## src/include/rsc_dec_defines.svh

```systemverilog
// rsc decoder widths, table size and half-iteration gap
`ifndef RSC_DEC_DEFINES_SVH
`define RSC_DEC_DEFINES_SVH

// data widths
`define RSC_LLR_W   5   // systematic llr
`define RSC_EXT_W   6   // extrinsic, saturates to -32..31
`define RSC_ADDR_W  8   // duo-bit address, also sizes the extrinsic store
`define RSC_DTAG_W  2   // duo-bit tag
`define RSC_TAG_W   1   // block tag

// number of ptype entries in the permutation table
`define RSC_NPTYPE  4

// idle cycles between half-iterations
// must cover the addr -> data -> write-back latency
`define RSC_GAP     3

`endif

```

## src/hdl/rsc_dec_pkg.sv

```systemverilog
// rsc decoder package: shared data types and control FSM states
`default_nettype none

`include "rsc_dec_defines.svh"

package rsc_dec_pkg;

  //------------------------------------------------
  // data types
  //------------------------------------------------

  typedef logic signed [`RSC_LLR_W-1:0] bit_llr_t;  // soft input, one bit of a pair
  typedef logic signed [`RSC_EXT_W-1:0] extr_t;     // extrinsic, one bit of a pair

  typedef logic [`RSC_ADDR_W-1:0] addr_t;  // duo-bit address
  typedef logic [`RSC_DTAG_W-1:0] dtag_t;  // per-pair tag from input buffer

  // index into the permutation table
  typedef logic [$clog2(`RSC_NPTYPE)-1:0] ptype_t;

  //------------------------------------------------
  // control FSM
  //------------------------------------------------

  typedef enum logic [1:0] {
    IDLE,  // wait for full input and empty output buffer
    RUN,   // issuing pair addresses
    GAP,   // drain write-back, rewind address gens
    DONE   // wait for last write-back
  } ctrl_state_t;

endpackage

`default_nettype wire

```

## src/hdl/rsc_dec_ctrl.sv

```systemverilog
// rsc decoder control: block start, half-iteration schedule and data-valid timing
`timescale 1ns/100ps
`default_nettype none

`include "rsc_dec_defines.svh"

module rsc_dec_ctrl (
  input  logic               iclk,
  input  logic               rst,
  input  logic               buf_full,    // input buffer holds a block
  input  logic               obuf_empty,  // output buffer can take a block
  input  rsc_dec_pkg::addr_t n,
  input  logic [3:0]         niter,
  output logic               rempty,
  output logic               wfull,
  output logic               addr_clear,
  output logic               addr_enable,
  output logic               addr_pmode,
  output logic               dec_val,
  output logic               dec_first,
  output logic               dec_last
);

  import rsc_dec_pkg::*;

  localparam int GAP_W = $clog2(`RSC_GAP + 1);

  ctrl_state_t      state;
  addr_t            cnt;       // pair step inside a half-iteration
  addr_t            half_m1;   // N/2 - 1
  logic [4:0]       hcnt;      // half-iteration number
  logic [4:0]       hlast;     // index of final half-iteration
  logic [GAP_W-1:0] gcnt;
  logic             pair_end;
  logic             half_end;
  logic [1:0]       val_sr;
  logic [1:0]       first_sr;
  logic [1:0]       last_sr;
  logic [3:0]       eop_sr;    // last pair of the block, t+1 .. t+4

  assign half_m1  = (n >> 1) - 1'b1;
  assign pair_end = (cnt == half_m1);
  assign half_end = (hcnt == hlast);

  //------------------------------------------------
  // FSM
  //------------------------------------------------

  always_ff @(posedge iclk) begin
    if (rst) begin
      state <= IDLE;
      cnt   <= '0;
      hcnt  <= '0;
      hlast <= '0;
      gcnt  <= '0;
    end else begin
      case (state)
        IDLE: if (buf_full & obuf_empty) begin
          state <= GAP;  // first gap lets the table settle
          gcnt  <= '0;
          hcnt  <= '0;
          hlast <= (niter == '0) ? 5'd1 : {niter, 1'b0} - 5'd1;  // 2*niter halves
        end
        GAP: begin
          gcnt <= gcnt + 1'b1;
          if (gcnt == GAP_W'(`RSC_GAP - 1)) begin
            state <= RUN;
            cnt   <= '0;
          end
        end
        RUN: begin
          cnt <= cnt + 1'b1;
          if (pair_end) begin
            if (half_end) begin
              state <= DONE;
            end else begin
              state <= GAP;
              gcnt  <= '0;
              hcnt  <= hcnt + 1'b1;
            end
          end
        end
        DONE: if (wfull) state <= IDLE;  // last write-back seen
        default: state <= IDLE;
      endcase
    end
  end

  assign addr_enable = (state == RUN);
  assign addr_clear  = (state == GAP);  // rewind both sweeps
  assign addr_pmode  = hcnt[0];         // odd halves use interleaved order

  //------------------------------------------------
  // align flags with buffer and extrinsic read data
  //------------------------------------------------

  always_ff @(posedge iclk) begin
    if (rst) begin
      val_sr   <= '0;
      first_sr <= '0;
      last_sr  <= '0;
      eop_sr   <= '0;
    end else begin
      val_sr   <= {val_sr[0], addr_enable};
      first_sr <= {first_sr[0], addr_enable & (hcnt == '0)};
      last_sr  <= {last_sr[0], addr_enable & half_end};
      eop_sr   <= {eop_sr[2:0], addr_enable & pair_end & half_end};
    end
  end

  assign dec_val   = val_sr[1];
  assign dec_first = first_sr[1];
  assign dec_last  = last_sr[1];
  assign rempty    = eop_sr[0];  // input buffer no longer needed
  assign wfull     = eop_sr[3];  // one cycle after final write

endmodule

`default_nettype wire

```

## config.mk

```make
export PLATFORM = sky130hd
export DESIGN_NAME = rsc_dec_ctrl
export DESIGN_NICKNAME = d
export VERILOG_FILES = /design/src/hdl/rsc_dec_pkg.sv /design/src/hdl/rsc_dec_ctrl.sv
export VERILOG_INCLUDE_DIRS = /design/src /design/src/include
export SDC_FILE = /design/constraint.sdc
export NUM_CORES = 1
export LEC_CHECK = 0
export BUFFER_PORTS_ARGS = -buffer_cell sky130_fd_sc_hd__clkbuf_2
export CORE_UTILIZATION = 40
export CTS_BUF_LIST = sky130_fd_sc_hd__clkbuf_16
export DETAILED_ROUTE_END_ITERATION = 10
export SKIP_CTS_REPAIR_TIMING = 1
export SYNTH_ARGS = -nofsm -noshare
export SYNTH_HDL_FRONTEND = slang
export SYNTH_SLANG_ARGS = --single-unit
```

## constraint.sdc

```tcl
create_clock -name iclk -period 6.2 [get_ports iclk]
set_input_delay 0.62 -clock iclk [delete_from_list [all_inputs] [get_ports iclk]]
set_output_delay 0.62 -clock iclk [all_outputs]
set_load 0.02 [all_outputs]
```

# --- Word-level counts from Yosys, hierarchy flattened ---
# Index checks and enable logic that the tools add are counted.
word_totals:
  register_bits: 32
  ram_bits: 0
  input_bits: 16
  latch_bits: 0
  rom_bits: 0
  memories: 0
classes:
  multipliers: 0
  shift: 0
  div_mod_pow: 0
  muxes: 17
  addsub: 5
  n_reduce_logical: 11
  n_eq_ne: 11
  n_bitwise: 5
  order_cmp: 0
op_table:
  columns: ["op", "n"]
  rows:
  - ["5-bit 2-to-1 mux", 4]
  - ["8-bit case mux with 2 select lines", 1]
  - ["2-bit 2-to-1 mux", 7]
  - ["4-bit AND reduction", 3]
  - ["5-bit case mux with 2 select lines", 1]
  - ["8-bit by 1-bit adder with 8-bit output (second input constant)", 1]
  - ["8-bit equality test", 1]
  - ["8-bit 2-to-1 mux", 1]
  - ["2-bit case mux with 4 select lines", 1]
  - ["7-bit by 1-bit subtractor with 8-bit output (second input constant)", 1]
  - ["2-bit equality test (second input constant)", 3]
  - ["2-bit != test (second input constant)", 3]
  - ["2-bit case mux with 3 select lines", 1]
  - ["5-bit by 1-bit adder with 5-bit output (second input constant)", 1]
  - ["1-bit AND", 5]
  - ["5-bit equality test", 1]
  - ["5-bit zero test", 1]
  - ["5-bit by 1-bit subtractor with 5-bit output (second input constant)", 1]
  - ["4-bit zero test", 1]
  - ["2-bit by 1-bit != test with 1-bit output (second input constant)", 2]
  - ["2-bit AND reduction", 2]
  - ["2-bit nonzero test", 2]
  - ["3-bit nonzero test", 1]
  - ["2-bit by 1-bit adder with 2-bit output (second input constant)", 1]
  - ["other kinds (3)", 3]

# --- Depth between registers and ports, before layout ---
# Gate-level depths: netlist of run 1.
depth:
  word_depth: 4
  depth_mapped: 9
  depth_no_buf: 8

# --- Worst setup path after synthesis of run 1 ---
# Ideal clock, no wire load.
synth_timing:
  path_kind: "input port to flip-flop"
  startpoint: "input port n[1]"
  endpoint: "register hcnt[3]"
  arrival_time_ns: 2.481
  stages: 9
  n_path_buf: 1
  setup_ns: 0.062
  setup_slack_ns: 3.657
  required_ns: 6.138
  path_cell_list: "inv_1 -> ha_1 -> buf_6 -> o21bai_1 -> a2111oi_2 -> a31oi_1 -> a211o_1 -> or4_1 -> nand3_1"
synth_between:
  elab_chain_len: 4
synth_rtl:
  columns: ["item", "line_no", "text"]
  rows:
  - ["start, declared", "rsc_dec_ctrl.sv:12", "input rsc_dec_pkg::addr_t n,"]
  - ["7-bit by 1-bit subtractor with 8-bit output", "rsc_dec_ctrl.sv:41", "assign half_m1 = (n >> 1) - 1'b1;"]
  - ["8-bit equality test", "rsc_dec_ctrl.sv:42", "assign pair_end = (cnt == half_m1);"]
  - ["2-bit by 1-bit != test with 1-bit output (no source line)", null, null]
  - ["4-bit AND reduction (no source line)", null, null]
  - ["end signal, assigned", "rsc_dec_ctrl.sv:79", "hcnt <= hcnt + 1'b1;"]
  - ["end, declared", "rsc_dec_ctrl.sv:31", "logic [4:0] hcnt;"]
# No other way between the ends.
# A chain may end at the register's enable or synchronous reset.

# --- Worst setup path in the final report of run 1 ---
# Same ends and word-level chain as after synthesis.

==> flow_summary.ini, run 1 <==
[final_layout]
stdcell_area_um2 = 2087
final_nets = 257
layout-drive-gt1-share_pct = 14.77
areaGrowthSynthToFinish_pct = 15.99
antennaDiodeCount = 0
fin_cells = 289

[place]
gp_congestion = 0.6978
placed_cells = 281
hpwl_mm = 2.694
place_area_um2 = 1919
port_buffers = 22

[critical_path]
r2r-start = state[0]
cp.arrival_ns = 2.85
cp-end-kind = flip-flop
crit_start = n[1]
worstSetupStartpointType = input port
crit_required_ns = 6.41
crit_fanout = 9
critPathKind = in -> reg

[clock_network]
htree_levels = 2
root_buffer = clkbuf_16
cts_buffer_depth = 2
clock-sinks = 32
cts_tree = built
cts_made_buffers = 5
clk_latency_ns = 0.28
path_clk_slew_ns = 0.05

[global_routing]
grt_pass1_vias = 1516
antenna_found_initial = 0
grt_max_degree = 31
overflow = 0
track_usage_pct = 17.46
grt_pass1_wl_mm = 6.837

[yosys]
syn_area_um2 = 1799
synthCells = 219
synth_cell_types = 48
syn_avg_cell_area_um2 = 8.216
yosys_warnings = 0
synth-main-ff-cell = dfxtp_1
synth_common_cells = dfxtp_1 (32), nor2_1 (21), a21oi_1 (20)
yosys.area.top_type = dfxtp_1
synthTopCellsByArea = dfxtp_1 (36%), a21oi_1 (5.6%), nor2_1 (4.4%)
async_reset_ff_share_pct = 0
synth_nets = 240
synth_top_area_share_pct = 35.61
yosys.cell_count.top_type = dfxtp_1
synth_enable_flop_cells = 0
ys_ff_latch = 32
synth_seq_area_share_pct = 35.61

[drt]
final_antenna_net_count = 0
drc = 0
dr.pass1.iters = 4
drt-total-wl_mm = 3.873
routed-via-count = 1619
avgRoutedWirePerCell_um = 13.40
via_per_inst = 5.602
first_iter_violations = 82

[sta]
whs_ns = 0.4346
skew_ns = 0.003706
relSlewSlack_pct = 49.27
fmax_mhz = 379.4
hold_viol = 0
setup_violations = 0
drv_slew = 0
min_period_ns = 2.635
tns_ns = 0
rsz0062_at_grt = no
period_share_pct = 42.51
tightest_slew_ns = 0.7599

[die]
rows = 24
coreArea_um2 = 4324
die-area_um2 = 4770
start_util_pct = 41.61
die_h_um = 69.07
die-width_um = 69.07
ios = 24

[power_and_ir_drop]
leakage_nw = 0.7783
ir_drop_mv = 0.1157
powerDensity_nw_per_um2 = 274.2

[worst_hold_path]
hold_path_class = reg -> reg
min-delay-start = last_sr[0]

[flow_run]
cap_violations = 0

[outcome]
outcome = finished clean
-- where the power goes --
part	internal (mW)	switching (mW)
sequential	0.214	0.0134
clock	0.188	0.0879
combinational	0.0286	0.0405
-- worst max-delay path: stages --
cell       delay (ns)
clkbuf_2         0.15
inv_1            0.06
ha_1             0.31
o21bai_1         0.21
a2111oi_2        0.35
a31oi_1          0.11
a211o_1          0.44
or4_1            0.53
nand3_1          0.08
-- per-stage QoR --
stage	total power [mW]	worst slack, ns	utilization, %
final	0.5723	3.565	48.26
after global routing	0.5994	3.439	48.26
after global placement	0.2998	3.307	44.39
after CTS	0.5788	3.585	48.26
after detailed placement	0.3001	3.298	44.39
after floorplan	0.2792	3.657	-
-- sequential cells by signal, indices dropped and copies added (netlist names) --
signal,flops
cnt,8
eop_sr,4
first_sr,2
gcnt,2
hcnt,5
hlast,5
last_sr,2
state,2
val_sr,2
-- cell type report --
cell class | instances | area [µm²]
Clock buffer | 5 | 125.1
Clock inverter | 3 | 42.54
Sequential cell | 32 | 640.6
Timing Repair Buffer | 22 | 110.1
Inverter | 10 | 37.54
Tap cell | 52 | 65.06
Multi-Input combinational cell | 165 | 1066
Fill cell | 432 | 2237
-- final timing paths --
path                      to  slack, ns  cells after the start
setup reg to reg     hcnt[1]       3.78                      5
setup / recovery     hcnt[3]       3.56                      9
hold / removal    last_sr[1]       0.43                      1
hold reg to reg   last_sr[1]       0.43                      1
-- kinds of logic after synthesis --
logic type               Yosys count  synth area share [%]
multiplexers                       1                0.5564
adder cells (fa/ha/maj)            5                 3.477
flip-flops                        32                 35.60
AO/OA/AOI/OAI                     59                 21.35
XOR/XNOR                          15                 7.302
AND/OR/NAND/NOR                   85                 26.57
buffers and inverters             22                 5.147
-- metal layers --
metal	global-route usage [%]	wire length, µm	vias up
met5	0	0	-
met4	6.122	34	0
met3	4.532	204	4
li1	-	-	836
met2	26.54	1720	43
met1	23.84	1915	736
-- layout by cell type (no fill, tap or decap), drive strengths merged, types with 3 or more instances in the layout --
| cell | netlist | final |
|---|---|---|
| a2111oi | 3 | 3 |
| a211oi | 5 | 5 |
| a21oi | 20 | 20 |
| a31oi | 6 | 6 |
| clkbuf | 7 | 27 |
| dfxtp | 32 | 32 |
| ha | 5 | 5 |
| inv | 10 | 10 |
| nand2 | 12 | 12 |
| nand3 | 4 | 4 |
| nand3b | 6 | 6 |
| nand4 | 4 | 4 |
| nor2 | 21 | 21 |
| nor2b | 8 | 8 |
| nor3 | 10 | 10 |
| o21ai | 9 | 9 |
| or3 | 5 | 5 |
| or4 | 4 | 4 |
| xnor2 | 7 | 7 |
| xor2 | 8 | 8 |
(Power assumes the default switching activity.)
==> run 2: changes to the inputs <==
--- a/config.mk
+++ b/config.mk
@@ -6,6 +6,7 @@
 export SDC_FILE = /design/constraint.sdc
 export NUM_CORES = 1
 export LEC_CHECK = 0
+export ABC_AREA = 1
 export BUFFER_PORTS_ARGS = -buffer_cell sky130_fd_sc_hd__clkbuf_2
 export CORE_UTILIZATION = 40
 export CTS_BUF_LIST = sky130_fd_sc_hd__clkbuf_16
==> constraint.sdc (replaced) <==
create_clock -name iclk -period 2.7 [get_ports iclk]
set_input_delay 0.27 -clock iclk [delete_from_list [all_inputs] [get_ports iclk]]
set_output_delay 0.27 -clock iclk [all_outputs]
set_load 0.02 [all_outputs]
==> run 2 against run 1 <==
Clock skew about the same. Sequential share of layout area decreased by 0.89 points. Critical path depth increased by 1. Combinational power increased to 11 times the previous value. Global-route usage about the same. Hold slack got worse by 0.16 ns. Area after synthesis increased by 3.5%. Non-clock buffer count increased by 1. Core utilization increased by 0.43 points. Cell area increased by 3.0%. Sequential cell count unchanged. Largest cell class unchanged. Highest routed layer unchanged.
==> flow_summary.ini, run 2 <==
[final_layout]
final_nets = 325
fin_cells = 357
layout-drive-gt1-share_pct = 14.75
top_register = cnt
top_regs = cnt x8, hcnt x5, hlast x5
final_cell_mix = nand2_1 (68), inv_1 (48), nor2_1 (36), dfxtp_1 (32), clkbuf_2 (22)
antennaDiodeCount = 0
areaGrowthSynthToFinish_pct = 15.38
final_common_cell = nand2_1
largest_reg_flops = 8

[sta]
hold_viol = 0
timing.final.ws_setup_ns = 1.056
tns_ns = 0
whs_ns = 0.2714
tightest_slew_ns = 0.4937
rsz0062_at_grt = no
skew_ns = 0.003401
relSlewSlack_pct = 67.05
setup_violations = 0
drv_slew = 0
min_period_ns = 1.644
fmax_mhz = 608.1
period_share_pct = 60.90

[power_and_ir_drop]
ir_drop_mv = 0.4720
seqPwrFrac_pct = 31.5
switching_power_mw = 0.7736
swShare_pct = 38.08
leakage_nw = 1.033
powerDensity_nw_per_um2 = 945.0
internal_power_mw = 1.258
p_clk_share_pct = 31.7
pwr-share-comb_pct = 36.8

[yosys]
synth_seq_area_share_pct = 34.39
synthTopCellsByArea = dfxtp_1 (34%), nand2_1 (14%), inv_1 (9.7%)
synth_nets = 303
async_reset_ff_share_pct = 0
ys_ff_latch = 32
synth_enable_flop_cells = 0
synth_cell_types = 34
syn_avg_cell_area_um2 = 6.607
synth_top_area_share_pct = 34.39
synth_common_cells = nand2_1 (68), inv_1 (48), nor2_1 (36)
syn_area_um2 = 1863
yosys.area.top_type = dfxtp_1
yosys.cell_count.top_type = nand2_1
synth-main-ff-cell = dfxtp_1
yosys_warnings = 0
synthCells = 282

[die]
die-area_um2 = 4934
rows = 24
die-width_um = 70.25
start_util_pct = 42.21
ios = 24
die_h_um = 70.25
coreArea_um2 = 4414

[drt]
avgRoutedWirePerCell_um = 10.62
via_per_inst = 4.790
drt-total-wl_mm = 3.793
drc = 0
first_iter_violations = 86
final_antenna_net_count = 0
routed-via-count = 1710
dr.pass1.iters = 4

[critical_path]
critPathKind = reg -> reg
r2r_end = hcnt[0]
crit_required_ns = 2.92
cp.arrival_ns = 1.86
crit_fanout = 12
worstSetupStartpointType = flip-flop
r2r_cells = 10
reg2reg_slack_ns = 1.06
cp-end-kind = flip-flop
r2r-start = cnt[5]

[global_routing]
grt_pass1_vias = 1534
grt_max_degree = 17
antenna_found_initial = 0
top_usage_layer = met2
gr-usage-met1_pct = 23.28
overflow = 0
track_usage_pct = 17.42
grtUsageMet2_pct = 26.03
grt_pass1_wl_mm = 6.789
grtUsageMet3_pct = 5.628

[worst_hold_path]
min_to = hlast[4]
hold_path_class = in -> reg
hold_depth = 3
min-delay-start = niter[3]

[place]
gp_congestion = 0.7549
port_buffers = 22
hpwl_mm = 2.847
placed_cells = 349
dp_slack_ns = 0.8511

[clock_network]
cts_made_buffers = 5
root_buffer = clkbuf_16
htree_levels = 2
cts_tree = built
path_clk_slew_ns = 0.05
cts_buffer_depth = 2
clock-sinks = 32
clk_latency_ns = 0.28

[outcome]
outcome = finished clean

[flow_run]
cap_violations = 0
## run 2: changes by cell type in the layout (fill, tap and decap cells not counted), moves of 5 or more
cell / change
nor2_1: +15
a21oi_1: -6
nand3_1: +9
inv_1: +38
xor2_1: -6
nor3_1: -6
o21ai_0: +5
xnor2_1: -5
a31oi_1: -6
nand4_1: +6
nand2_1: +56
nor2b_1: -8
or3_1: -5
## run 2: stage by stage
stage	utilization, %	power [mW]	instance area, µm²
final	48.70	2.031	2150
after global routing	48.70	2.208	2150
after CTS	48.70	2.050	2150
after detailed placement	44.90	1.396	1982
after global placement	44.90	1.386	1982
after floorplan	-	1.266	1863
## run 2: logic make-up (layout without fill, tap and decap cells)
kind of cell / count (synthesis) / in the layout / share of synthesized area, %
xor+xnor: 4 / 4 / 1.881
flops: 32 / 32 / 34.39
simple gates: 145 / 145 / 34.65
buf+inv: 57 / 80 / 13.30
compound gates: 39 / 39 / 12.43
fa+ha+maj: 5 / 5 / 3.358
## run 2: cell type report
cell class	count	area, µm²
fillers	454	2265
multi-input cells	193	974.7
flip-flops and latches	32	640.6
inverters	49	183.9
clock buffers	5	125.1
repair buffers	23	117.6
well taps	52	65.06
clock inverters	3	42.54
## run 2: worst max-delay path, stage by stage, from the launching register on
cell	delay [ns]
dfxtp_1	0.48
nor2_1	0.09
nor2_1	0.12
nand3_1	0.08
a21oi_1	0.16
nand3_2	0.13
nand2_4	0.16
nand3_2	0.14
nand2_1	0.10
inv_1	0.04
nor2_1	0.09
## run 2: worst max path at each step
stage | slack, ns | startpoint | to
after floorplan | 1.16 | n[1] | state[0]
after global placement | 0.87 | n[1] | hcnt[0]
after detailed placement | 0.85 | n[1] | hcnt[0]
after CTS | 1.05 | cnt[5] | hcnt[0]
after global routing | 0.81 | cnt[5] | hcnt[2]
final | 1.06 | cnt[5] | hcnt[0]
## run 2: power by group through the flow
stage,sequential [mW],combinational (mW),clock [mW]
after floorplan,0.635,0.631,0
final,0.640,0.747,0.644
after CTS,0.638,0.754,0.657
after global routing,0.653,0.875,0.680
after detailed placement,0.648,0.747,0
after global placement,0.649,0.737,0
## run 2: routing by layer
layer	wire length (µm)	vias up
met2	1621	24
met3	143	8
met5	0	-
met1	1976	737
met4	52	0
li1	-	941
==> run 3: changes to the inputs <==
==> constraint.sdc (replaced) <==
create_clock -name iclk -period 1.45 [get_ports iclk]
set_input_delay 0.145 -clock iclk [delete_from_list [all_inputs] [get_ports iclk]]
set_output_delay 0.145 -clock iclk [all_outputs]
set_load 0.02 [all_outputs]
==> run 3 against run 2 <==
The run now ends with setup timing left. Register-to-register slack worse by 1.1 ns. Sequential share of layout area shrank 2.6 points. Global-route usage up 0.95 points. Largest power group unchanged. Critical path type unchanged. Total power increased by 95%. Die area unchanged. Clock skew increased by 0.00052 ns. Critical path depth increased by 1. Critical endpoint is now hcnt[3]. Maximum frequency is 10% higher. Hold slack worse by 0.13 ns. Combinational power increased by 140%. Via count rose by 8.4%.
==> flow_summary.ini, run 3 (synthesis gave the netlist of run 2 again) <==
[outcome]
outcome = finished, violations left
violations = setup timing

[drt]
drt-total-wl_mm = 4.243
drc = 0
routed-via-count = 1853
final_antenna_net_count = 0
dr.pass1.iters = 4
first_iter_violations = 127
avgRoutedWirePerCell_um = 11.14
via_per_inst = 4.864

[place]
gp_congestion = 0.7816
port_buffers = 22
hpwl_mm = 3.082

[critical_path]
worstSetupStartpointType = flip-flop
cp-end-kind = flip-flop
reg2reg_slack_ns = -0.04
crit_required_ns = 1.63
crit_fanout = 7
crit_path_frequent_cell = nor2_1
cp_cell_sequence = xnor2_2, nand2_1, inv_1, nor2_1, nor2_1, nand3_2, nand2_4, buf_6, nand4_1, nand2_1, nor2_1
critPathKind = reg -> reg
crit_start = cnt[6]
endpoint = hcnt[3]
r2r-start = cnt[6]
max_stage_delay_ns = 0.33
critPathTopFamily = simple AND/OR/NAND/NOR gates
r2r_end = hcnt[3]
cp_num_cells = 11
cp.arrival_ns = 1.67
crit_slowest_cell = dfxtp_2
r2r_cells = 11
path_buf_inv = 2

[worst_hold_path]
hold_path_class = in -> reg
min-delay-start = niter[3]
hold_depth = 3

[global_routing]
grt_pass1_wl_mm = 7.086
grt_pass1_vias = 1653
track_usage_pct = 18.37
grt_max_degree = 16
overflow = 0
antenna_found_initial = 0

[sta]
setup_violations = 7
fmax_mhz = 670.2
hold_viol = 0
tightest_slew_ns = 0.4317
tns_ns = -0.1977
skew_ns = 0.003916
relSlewSlack_pct = 71.15
min_period_ns = 1.492
timing.final.ws_setup_ns = -0.04218
rsz0062_at_grt = yes
drv_slew = 0
period_share_pct = 102.9

[final_layout]
final_nets = 349
layout-drive-gt1-share_pct = 26.44
final_cell_mix = nand2_1 (67), inv_1 (45), nor2_1 (32), dfxtp_1 (26), buf_4 (23)
antennaDiodeCount = 0
final_common_cell = nand2_1
top_regs = cnt x8, hcnt x5, hlast x5
fillerInstances = 450
areaGrowthSynthToFinish_pct = 28.07
largest_reg_flops = 8
top_register = cnt

[clock_network]
cts_tree = built
path_clk_slew_ns = 0.05
clock-sinks = 32
root_buffer = clkbuf_16
cts_buffer_depth = 2
clk_latency_ns = 0.28
htree_levels = 2
cts_made_buffers = 5

[die]
ios = 24
coreArea_um2 = 4414
start_util_pct = 42.21
die-width_um = 70.25
die_h_um = 70.25
die-area_um2 = 4934
rows = 24

[power_and_ir_drop]
power_mw = 3.964
powerDensity_nw_per_um2 = 1661
leakage_nw = 1.149
ir_drop_mv = 1.076

[flow_run]
cap_violations = 0
-- run 3: cell count changes in the layout (fill, tap and decap cells not counted), sizes merged --
cell and delta:
buf +24, clkinv +2, bufinv -1, inv -1
-- run 3: area by class of cell --
cell class / instances / area (µm²) / share of cell area, %
clock buffers: 5 / 125.1 / 5.244
clock inverters: 3 / 13.76 / 0.5768
inverters: 49 / 187.7 / 7.866
multi-input cells: 193 / 1037 / 43.47
flip-flops and latches: 32 / 648.1 / 27.16
well taps: 52 / 65.06 / 2.727
repair buffers: 47 / 309.0 / 12.95
-- run 3: worst min-delay path by stage --
stage                            end  slack [ns]
after floorplan             hlast[4]        0.30
after global placement     eop_sr[2]        0.39
after detailed placement  last_sr[1]        0.39
after CTS                   hlast[4]        0.15
after global routing        hlast[1]        0.18
final                       hlast[4]        0.15
-- run 3: through the flow --
stage	util (%)	hold WS [ns]	setup WS (ns)	instance area, µm²	cells
global placement	48.36	0.3918	-0.1353	2135	369
CTS	51.50	0.1456	-0.07957	2273	377
detailed placement	48.36	0.3934	-0.1787	2135	369
finish	54.05	0.1452	-0.04218	2386	381
floorplan	-	0.3041	0.03730	1866	282
global route	54.05	0.1774	-0.1512	2386	381
-- run 3: tightest hold or removal path: cells and delay by family --
family / cells / cell delay (ns)
buffers and inverters: 1 / 0.09
AO/OA/AOI/OAI: 2 / 0.14
-- run 3: where the power goes --
group	internal, mW	switching (mW)
Sequential	1.05	0.112
Combinational	0.731	1.08
Clock	0.622	0.369
Total	2.41	1.56
-- run 3: per-layer routing --
metal / global-route usage [%] / up-vias / wire length, µm
met5: 0 / - / 0
met4: 7.333 / 0 / 95
met3: 5.195 / 10 / 186
met2: 28.04 / 38 / 1786
met1: 24.28 / 816 / 2175
li1: - / 989 / -
